--- config.mk ---
export PLATFORM = sky130hd
export DESIGN_NAME = loadAlign
export DESIGN_NICKNAME = d
export VERILOG_FILES = /design/src/source/memStagePkg.sv /design/src/source/loadAlign.sv
export SDC_FILE = /design/constraint.sdc
export NUM_CORES = 1
export LEC_CHECK = 0
export BUFFER_PORTS_ARGS = -buffer_cell sky130_fd_sc_hd__buf_2
export CORE_MARGIN = 1.5
export CORE_UTILIZATION = 32
export DETAILED_ROUTE_END_ITERATION = 10
export GPL_TIMING_DRIVEN = 0
export PLACE_DENSITY_LB_ADDON = 0.12
export SLEW_MARGIN = 5
export SYNTH_ARGS = -nofsm -noshare
export SYNTH_HDL_FRONTEND = slang
export SYNTH_SLANG_ARGS = --single-unit
--- constraint.sdc ---
create_clock -name clk -period 1.3 [get_ports clk]
set_clock_uncertainty 0.1 [all_clocks]
set_input_delay 0.065 -clock clk [delete_from_list [all_inputs] [get_ports clk]]
set_output_delay 0.065 -clock clk [all_outputs]
set_load 0.01 [all_outputs]
--- src/source/memStagePkg.sv ---
// Shared memory stage definitions
// Access size codes, exception flags, request/result structs, RAM sizing
package memStagePkg;

  // Access size codes, common to loads and stores
  localparam logic [1:0] ACCESS_WORD = 2'b00;
  localparam logic [1:0] ACCESS_HALF = 2'b01;
  localparam logic [1:0] ACCESS_BYTE = 2'b10;

  // Data RAM geometry, word index comes from addr[11:2]
  localparam int RAM_WORDS      = 1024;
  localparam int RAM_INDEX_BITS = 10;

  typedef struct packed {
    logic       dmWr;       // Request is a store
    logic [1:0] size;
  } StoreType;

  typedef struct packed {
    logic       readMem;    // Request is a load
    logic [1:0] size;
    logic       signExt;    // Sign-extend the loaded value
  } LoadType;

  // Flags gathered along the pipeline
  typedef struct packed {
    logic interrupt;
    logic wrongAddressInIf;
    logic reservedInstruction;
    logic syscall;
    logic breakPoint;
    logic eret;
    logic wrWrongAddressInMem;  // Misaligned store
    logic rdWrongAddressInMem;  // Misaligned load
    logic overflow;
  } ExceptFlags;

  // One request from the execute side, 80 bits
  typedef struct packed {
    logic [31:0] addr;
    logic [31:0] storeData;
    StoreType    storeType;
    LoadType     loadType;
    ExceptFlags  except;
  } MemRequest;

  // Writeback result, 42 bits
  typedef struct packed {
    logic        valid;
    logic [31:0] loadData;
    ExceptFlags  except;
  } MemResult;

endpackage
--- src/source/loadAlign.sv ---
// Load context register and loaded data extraction
// Picks the addressed byte or halfword and extends it to 32 bits
`timescale 1ns/1ns

module loadAlign import memStagePkg::*; (
  input  logic        clk,
  input  logic        reset,
  input  MemRequest   request,
  input  ExceptFlags  exceptIn,
  input  logic [31:0] readData,
  output MemResult    result
);

  // What the load needs to know one cycle later
  typedef struct packed {
    logic       valid;
    LoadType    loadType;
    logic [1:0] lowAddr;
    ExceptFlags except;
  } LoadContext;

  LoadContext  ctxNext;
  LoadContext  ctx;
  logic [7:0]  loadByte;
  logic [15:0] loadHalf;
  logic [31:0] extended;
  logic        dropData;

  always_comb begin
    ctxNext.valid    = request.loadType.readMem | request.storeType.dmWr;
    ctxNext.loadType = request.loadType;
    ctxNext.lowAddr  = request.addr[1:0];
    ctxNext.except   = exceptIn;
  end

  // Lines up with the RAM read register
  always_ff @(posedge clk) begin
    if (reset) begin
      ctx <= '0;
    end else begin
      ctx <= ctxNext;
    end
  end

  assign loadByte = readData[{ctx.lowAddr, 3'b000} +: 8];
  assign loadHalf = ctx.lowAddr[1] ? readData[31:16] : readData[15:0];

  always_comb begin
    case (ctx.loadType.size)
      ACCESS_WORD: extended = readData;
      ACCESS_HALF: begin
        extended = {{16{ctx.loadType.signExt & loadHalf[15]}}, loadHalf};
      end
      ACCESS_BYTE: begin
        extended = {{24{ctx.loadType.signExt & loadByte[7]}}, loadByte};
      end
      default:     extended = 32'b0;
    endcase
  end

  // Stores and misaligned loads return no data
  assign dropData = !ctx.loadType.readMem || ctx.except.rdWrongAddressInMem;

  always_comb begin
    result.valid    = ctx.valid;
    result.loadData = dropData ? 32'b0 : extended;
    result.except   = ctx.except;
  end

endmodule

## Yosys cells after proc, flatten, opt, wreduce, memory -nomap -nowiden

Cells that the tools add are included.

| operators by class | value |
|---|---|
| muxes and demuxes | 3 |
| shift-type cells | 1 |
| bitwise gates (word level) | 3 |
| eq/ne operators | 2 |
| reduce and logical (&&, ||, !) cells | 3 |

Operators by type and width:

| kind | count |
|---|---|
| 32-bit case mux with 3 select lines | 1 |
| 32-bit 2-to-1 mux | 1 |
| 32-bit by 6-bit indexed part select with 8-bit output | 1 |
| 16-bit 2-to-1 mux | 1 |
| 1-bit bitwise AND | 2 |
| 2-bit by 1-bit == test with 1-bit output, second input constant | 1 |
| 2-bit == test, second input constant | 1 |
| 2-bit logical NOT | 1 |
| 1-bit logical NOT | 1 |
| 1-bit logical OR | 1 |
| 1-bit OR | 1 |

| word-level totals | value |
|---|---|
| output and inout port bits | 42 |
| input bits | 123 |
| word-level logic and storage cells | 26 |
| register bits after elaboration | 16 |

## Depth between registers and ports, before layout

| depth | value |
|---|---|
| depth in word-level cells | 4 |
| depth in mapped cells | 5 |
| gate-level depth less buffers | 3 |

## Least setup slack after synthesis

OpenSTA, ideal clock, no wires.

| timing path | value |
|---|---|
| path kind | reg2out |
| from | reg ctx[10] (netlist name) |
| to | out result[38] (netlist name) |
| stages on the path, launching flop included | 6 |
| path buffers | 2 |
| arrival time | 1.312 ns |
| slack | -0.177 ns |
| required time | 1.135 ns |
| path through | dfxtp_1 -> buf_4 -> mux2_4 -> buf_2 -> a22oi_1 -> a211oi_1 |

RTL lines:

| element | line | source |
|---|---|---|
| start: declaration | loadAlign.sv:23 | `LoadContext ctx;` |
| start signal: assignment | loadAlign.sv:41 | `ctx <= ctxNext;` |
| end: declaration | loadAlign.sv:11 | `output MemResult result` |

==> summary.txt <==
Power and ir drop
  • Reg power frac: 30.0%
  • Internal: 1220 uW
  • Peak supply drop: 0.671 mV
  • Logic pwr share: 46.6%
  • Net Sw Power: 584 uW
  • Sw Ratio: 32.4%
  • Clock share of power: 23.4%
  • Static leakage: 0.00130 uW
  • PD cells: 610 nW/um^2

Hold path
  • WHS Endpoint: result[14]
  • Hold WC Path Type: in -> out
  • Hold Startpoint: readData[5]
  • Hold path depth: 4

Final layout
  • Area Overhead vs Synth: 84.9%
  • Post-route core utilization: 62.1%
  • Nets@finish: 445
  • Layout cell share with drive strength beyond 1: 68.8%
  • Ant diodes: 0
  • Commonest non-fill, non-tap cell in the layout: buf_2
  • Fin cells: 388
  • Commonest non-fill, non-tap cells in the layout: buf_2 (92), buf_4 (22), a22oi_2 (22)
  • Design area: 2950 um^2

GRT
  • GRT overflow: 0
  • Antenna violations before repair: 0
  • Vias in the first global route: 1878
  • First-pass GRT wire length: 8910 um
  • Largest net degree at the start of global routing: 11
  • All-Layer GR Usage: 21.0%

Route
  • Post-route ant nets: 0
  • DRT Pass-1 Iters: 4
  • Detailed Route Iter0 Violations: 82
  • Total Routed Length: 5980 um
  • Residual DRC: 0
  • Vias: 2012
  • Drt wl/cell: 15.4 um
  • Post-DR vias/cell: 5.19

Synth
  • Average size of a mapped cell: 8.10 um^2
  • #FFs+latches synth: 16
  • Register area share after synthesis: 20.1%
  • Mapped Area: 1600 um^2
  • Syn nets: 320
  • Syn Inst Count: 197
  • Netlist cell types: 26
  • Synth warn: 0

Worst setup path
  • CP Data Arrival Time: 1.60 ns
  • Crit Path Max Fanout: 7
  • CP startpoint kind: register
  • Worst EP required: 1.13 ns
  • Worst setup EP type: primary output
  • Critical path class: reg -> out
  • Worst Setup SP: ctx[12]

STA
  • Final hold vios: 0
  • Final WS setup: -0.469 ns
  • Slew Limit Fails: 0
  • RSZ-0062 raised after global routing: yes
  • Worst Tran Pin Value: 0.324 ns
  • Setup TNS: -13.22 ns
  • Max_slew headroom: 78.4%
  • Fmax: 0.565 GHz
  • Period minus WS final: 1.77 ns
  • Setup-failing EPs final: 32
  • Fin crit share: 136%

Floorplan
  • FP Rows: 25
  • Top Ports: 165
  • Die W: 73.6 um
  • Core Area: 4750 um^2
  • Starting Density: 33.6%
  • Die H: 73.6 um
  • Die area: 5420 um^2

Placement
  • I/O Buffers: 91
  • DP Area: 2310 um^2
  • Hpwl dp: 4160 um
  • Final Wtd Congestion: 0.856
  • Inst Count DP: 355

Clock tree
  • H-tree levels: 1
  • Clock buffer depth: 2
  • Total CTS buffers: 3
  • Clk sink count: 16
  • CTS root buffer: clkbuf_8
  • Worst-path clk slew: 0.06 ns
  • CTS tree: built

Run status
  • Failing checks: negative setup slack
  • Status: finished with violations

Job
  • MaxCap Viol Count: 0
[Yosys cell counts]
cell / number / area (um^2)
nor2_1: 3 / 11.3
mux2_2: 15 / 169
and3b_1: 1 / 8.76
buf_4: 14 / 105
nand2_1: 1 / 3.75
buf_6: 1 / 11.3
nor3b_4: 1 / 18.8
o21ai_0: 7 / 35.0
and4bb_2: 1 / 12.5
nand3b_1: 1 / 7.51
and3_1: 9 / 56.3
and4b_1: 1 / 10.0
and2b_1: 1 / 7.51
a211oi_1: 16 / 120
a22oi_4: 1 / 21.3
clkbuf_1: 7 / 26.3
o21ai_4: 1 / 16.3
a22oi_1: 24 / 180
a21oi_1: 32 / 160
nor2b_1: 15 / 93.8
a21boi_0: 9 / 67.6
mux2_4: 1 / 15.0
clkbuf_2: 1 / 5.00
dfxtp_1: 16 / 320
buf_2: 9 / 45.0
o21bai_1: 9 / 67.6
[through the flow]
step	hold WS, ns	total power [uW]	setup slack, ns
floorplan	0.0292	961	-0.0807
global route	0.437	1900	-0.510
CTS	0.439	1750	-0.481
detailed placement	0.177	1170	-0.414
global placement	0.173	1170	-0.415
finish	0.426	1800	-0.469
[power by group through the flow]
stage	sequential, uW	clock (uW)	combinational [uW]
global route	544	458	899
finish	540	422	838
detailed placement	543	0	631
floorplan	540	0	421
global placement	543	0	629
CTS	536	442	769
[worst max-delay path, stage by stage (launching register included)]
cell and delay (ns):
dfxtp_4 0.38, and3b_2 0.31, o21ai_4 0.09, buf_4 0.15
a211oi_2 0.26, buf_2 0.18
[metal layers]
layer	part of all wire, %	wire, um	vias to the layer above	global-route usage (%)
met1	45	2720	946	28.4
met2	48	2880	76	35.0
li1	-	-	986	-
met5	0	0	-	0
met4	0.57	34	0	5.35
met3	5.9	350	4	2.74
[area by class of cell]
class | count | area (um^2)
Tap cell | 67 | 83.8
Sequential cell | 16 | 333
Clock buffer | 4 | 55.1
Buffer | 28 | 279
Fill cell | 442 | 1800
Timing Repair Buffer | 124 | 803
Multi-Input combinational cell | 149 | 1400
[how the worst max path moves through the flow]
| stage | end | cells past startpoint | slack [ns] |
|---|---|---|---|
| 2_1_floorplan | result[31] | 5 | -0.08 |
| 3_3_place_gp | result[34] | 5 | -0.41 |
| 3_5_place_dp | result[34] | 5 | -0.41 |
| 4_1_cts | result[34] | 6 | -0.48 |
| 5_1_grt | result[32] | 5 | -0.51 |
| 6_report | result[28] | 5 | -0.47 |
[cells by family after synthesis]
group / share of synthesized area [%]
flops: 20.1
buf+inv: 12.1
mux: 11.5
simple gates: 14.4
compound gates: 41.9
[flip-flops by register name, indices dropped and copies added, names as in the netlist]
name,flops
ctx,6
result,10
[repair_timing]
item,4_1_cts,5_1_grt
endpoints found under the hold margin,16,0
endpoints found under the setup margin,32,33
gates resized for setup,42,49
gates cloned,1,0
pin swaps,12,7
buffers inserted,11,4
hold buffers,17,0
Power figures use the tool's default switching activity.
