File: src/source/memStagePkg.sv
// Shared memory stage definitions
// Access size codes, exception flags, request/result structs, RAM sizing
package memStagePkg;

  // Access size codes, common to loads and stores
  localparam logic [1:0] ACCESS_WORD = 2'b00;
  localparam logic [1:0] ACCESS_HALF = 2'b01;
  localparam logic [1:0] ACCESS_BYTE = 2'b10;

  // Data RAM geometry, word index comes from addr[11:2]
  localparam int RAM_WORDS      = 1024;
  localparam int RAM_INDEX_BITS = 10;

  typedef struct packed {
    logic       dmWr;       // Request is a store
    logic [1:0] size;
  } StoreType;

  typedef struct packed {
    logic       readMem;    // Request is a load
    logic [1:0] size;
    logic       signExt;    // Sign-extend the loaded value
  } LoadType;

  // Flags gathered along the pipeline
  typedef struct packed {
    logic interrupt;
    logic wrongAddressInIf;
    logic reservedInstruction;
    logic syscall;
    logic breakPoint;
    logic eret;
    logic wrWrongAddressInMem;  // Misaligned store
    logic rdWrongAddressInMem;  // Misaligned load
    logic overflow;
  } ExceptFlags;

  // One request from the execute side, 80 bits
  typedef struct packed {
    logic [31:0] addr;
    logic [31:0] storeData;
    StoreType    storeType;
    LoadType     loadType;
    ExceptFlags  except;
  } MemRequest;

  // Writeback result, 42 bits
  typedef struct packed {
    logic        valid;
    logic [31:0] loadData;
    ExceptFlags  except;
  } MemResult;

endpackage
File: src/source/storeFormat.sv
// Store lane steering and byte write enables
// Also raises the load/store address-error flags
`timescale 1ns/1ns

module storeFormat import memStagePkg::*; (
  input  MemRequest                 request,
  output logic [RAM_INDEX_BITS-1:0] wordIndex,
  output logic [31:0]               writeData,
  output logic [3:0]                byteEnable,
  output ExceptFlags                exceptOut
);

  logic [1:0]  lowAddr;
  logic        storeMisaligned;
  logic        loadMisaligned;
  logic [3:0]  laneEnable;

  // True when the access breaks natural alignment for its size
  function automatic logic misaligned(input logic [1:0] size, input logic [1:0] low);
    logic bad;
    case (size)
      ACCESS_WORD: bad = (low != 2'b00);
      ACCESS_HALF: bad = low[0];
      default:     bad = 1'b0;      // Bytes always aligned
    endcase
    return bad;
  endfunction

  assign lowAddr   = request.addr[1:0];
  assign wordIndex = request.addr[RAM_INDEX_BITS+1:2];

  assign storeMisaligned = request.storeType.dmWr &&
                           misaligned(request.storeType.size, lowAddr);
  assign loadMisaligned  = request.loadType.readMem &&
                           misaligned(request.loadType.size, lowAddr);

  // Move the store data onto its byte lanes
  always_comb begin
    writeData  = 32'b0;
    laneEnable = 4'b0000;
    if (request.storeType.dmWr) begin
      case (request.storeType.size)
        ACCESS_WORD: begin
          writeData  = request.storeData;
          laneEnable = 4'b1111;
        end
        ACCESS_HALF: begin
          // Half picked by addr[1]
          writeData  = {16'b0, request.storeData[15:0]} << {lowAddr[1], 4'b0000};
          laneEnable = 4'b0011 << {lowAddr[1], 1'b0};
        end
        ACCESS_BYTE: begin
          writeData  = {24'b0, request.storeData[7:0]} << {lowAddr, 3'b000};
          laneEnable = 4'b0001 << lowAddr;
        end
        default: begin
          writeData  = 32'b0;
          laneEnable = 4'b0000;
        end
      endcase
    end
  end

  assign byteEnable = storeMisaligned ? 4'b0000 : laneEnable;  // No write on address error

  // Only the two memory address flags change here
  always_comb begin
    exceptOut                     = request.except;
    exceptOut.wrWrongAddressInMem = storeMisaligned;
    exceptOut.rdWrongAddressInMem = loadMisaligned;
  end

endmodule

File: config.mk
export PLATFORM = sky130hd
export DESIGN_NAME = storeFormat
export DESIGN_NICKNAME = d
export VERILOG_FILES = /design/src/source/memStagePkg.sv /design/src/source/storeFormat.sv
export SDC_FILE = /design/constraint.sdc
export NUM_CORES = 1
export LEC_CHECK = 0
export BUFFER_PORTS_ARGS = -buffer_cell sky130_fd_sc_hd__clkbuf_2
export CORE_MARGIN = 2
export CORE_UTILIZATION = 30
export DETAILED_ROUTE_END_ITERATION = 8
export PLACE_DENSITY = 0.9
export RECOVER_POWER = 25
export SYNTH_ARGS = -nofsm -noshare
export SYNTH_HDL_FRONTEND = slang
export SYNTH_SLANG_ARGS = --single-unit
File: constraint.sdc
create_clock -name vclk -period 2
set_input_delay 0.2 -clock vclk [all_inputs]
set_output_delay 0.2 -clock vclk [all_outputs]
set_load 0.03 [all_outputs]
# Word level (Yosys, flattened, before mapping)
# Cells that the tools add are included.
[classes]
n_eq_ne = 3
n_shift = 4
n_mux = 7
reduce_logical = 5
[ops]
columns = ["operator", "n"]
rows = [
  ["case mux 32 bit (3 select lines)", 1],
  ["2-to-1 mux 32 bit", 1],
  ["left shift 16 x 5 -> 32 bit", 1],
  ["left shift 8 x 5 -> 32 bit", 1],
  ["case mux 4 bit (3 select lines)", 1],
  ["2-to-1 mux 4 bit", 2],
  ["equality test 2 x 1 -> 1 bit (second input constant)", 2],
  ["logical NOT 2 bit", 2],
  ["case mux 1 bit (2 select lines)", 2],
  ["left shift 1 x 2 -> 4 bit (first input constant)", 1],
  ["left shift 2 x 2 -> 4 bit (first input constant)", 1],
  ["equality test 2 bit (second input constant)", 1],
  ["logical AND 1 bit", 2],
  ["nonzero test 2 bit", 1],
]
[totals]
register_bits = 0
inputBits = 80
output_inout_bits = 55
wordCells = 19

# Depth between registers and ports, before layout
[depth]
ltp_word = 4
mapped_depth = 5

# Worst setup path after synthesis
# OpenSTA, ideal clock, no wires.
[synth_timing]
path_type = "input to output"
start = "input port request[13] (netlist bit)"
end = "output port byteEnable[2]"
t_arrival_ns = 2.057
t_required_ns = 1.800
slack_ns = -0.257
stages = 4
path_cell_list = "buf_6 > nor2_1 > nor2_1 > a2111oi_0"
[synth_via]
elab_chain_cells = 4
elab_cells_between_ends = 8
classes_between = "eq/ne (2); mux (4); reduce/logical (2)"
[synth_rtl]
columns = ["item", "line_no", "rtl"]
rows = [
  ["start: declaration", "storeFormat.sv:6", "input MemRequest request,"],
  ["equality test 2 bit, or another cell as far along", "storeFormat.sv:42", "case (request.storeType.size)"],
  ["case mux 4 bit (3 select lines) / case mux 1 bit (2 select lines) (equally long branches)", "storeFormat.sv:42, storeFormat.sv:21", ""],
  ["2-to-1 mux 4 bit / logical AND 1 bit (equally long branches)", "storeFormat.sv:41, storeFormat.sv:32", ""],
  ["2-to-1 mux 4 bit *", "storeFormat.sv:64", "assign byteEnable = storeMisaligned ? 4'b0000 : laneEnable;"],
  ["end: declaration", "storeFormat.sv:9", "output logic [3:0] byteEnable,"],
]
# Every way passes the cells marked *; elsewhere a longest branch is shown, timed or not.

# Final worst setup path
[layout_timing]
start = "input port request[14] (netlist bit)"
end = "output port writeData[18]"
[layout_via]
elab_chain_cells = 3
elab_cells_between_ends = 5
classes_between = "eq/ne (2); mux (2); reduce/logical (1)"
[layout_rtl]
columns = ["item", "line_no", "rtl"]
rows = [
  ["equality test 2 bit, or another cell as far along", "storeFormat.sv:42", ""],
  ["case mux 32 bit (3 select lines) *", "storeFormat.sv:42", ""],
  ["2-to-1 mux 32 bit *", "storeFormat.sv:41", "if (request.storeType.dmWr) begin"],
  ["end: declaration", "storeFormat.sv:8", "output logic [31:0] writeData,"],
]
# Marked as above.

==> out/metrics.yaml <==
global_route:
  grt_overflow: 0
  met3_usage_pct: 0.833
  antenna_found_initial: 0
  use_met1_pct: 23.7
  grt_usage_pct: 17.8
  grt_pass1_wl_mm: 3.87
  busiest_layer: "met2"
  met2_usage_pct: 31.5
  grt_max_degree: 13
  grt_pass1_vias: 848
final_layout:
  ff_latch_area_um2: 0
  diodes: 0
  final.clkbuf_count: 0
  numSequentialCells: 0
  layout-drive-gt1-share_pct: 54.5
  area_delta_synth_final_pct: 36.9
  final_core_util_pct: 44.5
  nets: 247
placed_design:
  gp_congestion: 0.691
  place.port_buffers: 78
  dp_hpwl_mm: 2.18
timing:
  worstMarginPinSlew_ns: 0.673
  timing.slew.headroom_pct: 55.2
  timing.final.crit_share_pct: 89.2
  tns_ns: 0
  setup_viol: 0
  final_max_slew_viol_count: 0
  timing.fmax_mhz: 561
  rsz0062_at_grt: "no"
  fin_crit_ns: 1.78
  hold_violations: 0
setup_path:
  worstSetupStartpointType: "input port"
  critPathRequiredTime_ns: 1.80
  cpMaxStageDelayCell: "a211oi_4"
  path_max_fanout: 8
  cp_cell_sequence: "clkbuf_2 -> or3b_4 -> a211oi_4 -> a22o_1 -> clkbuf_2"
  path_buf_inv: 2
  end_kind: "primary output"
  cpMostUsedCell: "clkbuf_2"
  max_stage_delay_ns: 0.44
  cp_top_family: "compound AO/OA/AOI/OAI gates"
  crit_type: "input port to primary output"
  crit_arrival_ns: 1.58
die:
  initial_core_util_pct: 32.5
  die_area_mm2: 0.00288
  die_h_um: 53.6
  io_pins: 135
  fp.dieW_um: 53.6
  coreArea_mm2: 0.00228
  rows: 17
power_and_ir_drop:
  p_leak_nw: 0.552
  ir_drop_mv: 0.133
  p_per_area_mw_per_mm2: 255
drt:
  drcViolationCount: 0
  drt_iter0_drc: 10
  antenna_left: 0
  drt_wl_total_mm: 2.71
  wire_per_inst_um: 14.1
  drt_pass1_iterations: 4
  vias: 1033
  viasPerCell: 5.35
flow_run:
  drv_cap: 0
synth:
  synth_cell_type_count: 27
  synth_area_leaders: "buf_4 19%, a22o_1 19%, o2bb2ai_1 9.5%"
  synth_top_cell_area_share_pct: 19.3
  netlist_area_um2: 739
  yosys_warnings: 0
  syn-num-nets: 187
  synthCells: 107
  postSynthAreaPerCell_um2: 6.91
  synth_area_leader_cell: "buf_4"
  yosysSeqAreaShare_pct: 0
  yosysMostFrequentCell: "buf_4"
  yosys-top-cells-count: "19 x buf_4, 16 x a22o_1, 14 x nor2_1"
worst_hold_path:
  hold_path_end: "wordIndex[7]"
  worstHoldStart: "request[57]"
  hold_depth: 0
  hp-class: "input port to primary output"
clocking:
  cts_resized: 0
  hold_buffers: 0
  postCtsSetupBuffers: 0
run_status:
  status: "completed"
-- placed cells by master (no fill, tap or decap), types with 2 or more instances in the layout --
cell type,Yosys,routed
inv_1,3,3
a22oi_1,8,8
o21ai_0,3,3
nor3_2,2,2
a21oi_1,4,4
nor2_1,14,14
buf_4,19,6
o2bb2ai_1,8,8
clkbuf_2,0,78
a22o_1,16,16
nand2_1,8,8
a2111oi_1,0,2
-- layout make-up --
type               count  area (um^2)
fillers              256         1260
multi-input cells     77          527
repair buffers        84          435
well taps             28         35.0
inverters              4         15.0
-- stage by stage --
| stage | total power, mW | cells | hold WS (ns) | instance area [um^2] | setup WS [ns] |
|---|---|---|---|---|---|
| 2_1_floorplan | 0.229 | 107 | 0.532 | 742 | 0.126 |
| 3_3_place_gp | 0.254 | 193 | 0.400 | 1010 | 0.238 |
| 3_5_place_dp | 0.258 | 193 | 0.400 | 1010 | 0.214 |
| 4_1_cts | 0.258 | 193 | 0.400 | 1010 | 0.215 |
| 5_1_grt | 0.280 | 193 | 0.400 | 1010 | 0.145 |
| 6_report | 0.258 | 193 | 0.400 | 1010 | 0.216 |
-- worst max-delay path by stage --
stage | slack [ns] | startpoint | depth (start not counted) | to
floorplan | 0.13 | request[13] | 4 | byteEnable[2]
global placement | 0.24 | request[14] | 5 | writeData[16]
detailed placement | 0.21 | request[14] | 5 | writeData[18]
CTS | 0.21 | request[14] | 5 | writeData[18]
global route | 0.15 | request[14] | 5 | writeData[18]
finish | 0.22 | request[14] | 5 | writeData[18]
-- metal layers --
metal	vias up	part of all wire [%]	routed length, um
li1	503	-	-
met1	460	43	1160
met2	64	47	1280
met3	6	8.4	228
met4	0	1.6	44
met5	-	0	0
-- report_power, final --
part / switching [mW] / internal, mW / total (mW)
Sequential: 0 / 0 / 0
Clock: 0 / 0 / 0
Combinational: 0.165 / 0.0934 / 0.258
Total: 0.165 / 0.0934 / 0.258
-- cells by family (layout without fill, tap and decap cells) --
group | Yosys count | after routing | share of synthesized area, %
AO/OA/AOI/OAI | 42 | 42 | 46.4
XOR/XNOR | 1 | 1 | 1.18
buffers and inverters | 30 | 88 | 29.1
AND/OR/NAND/NOR | 34 | 34 | 23.4
Power figures use the tool's default switching activity.
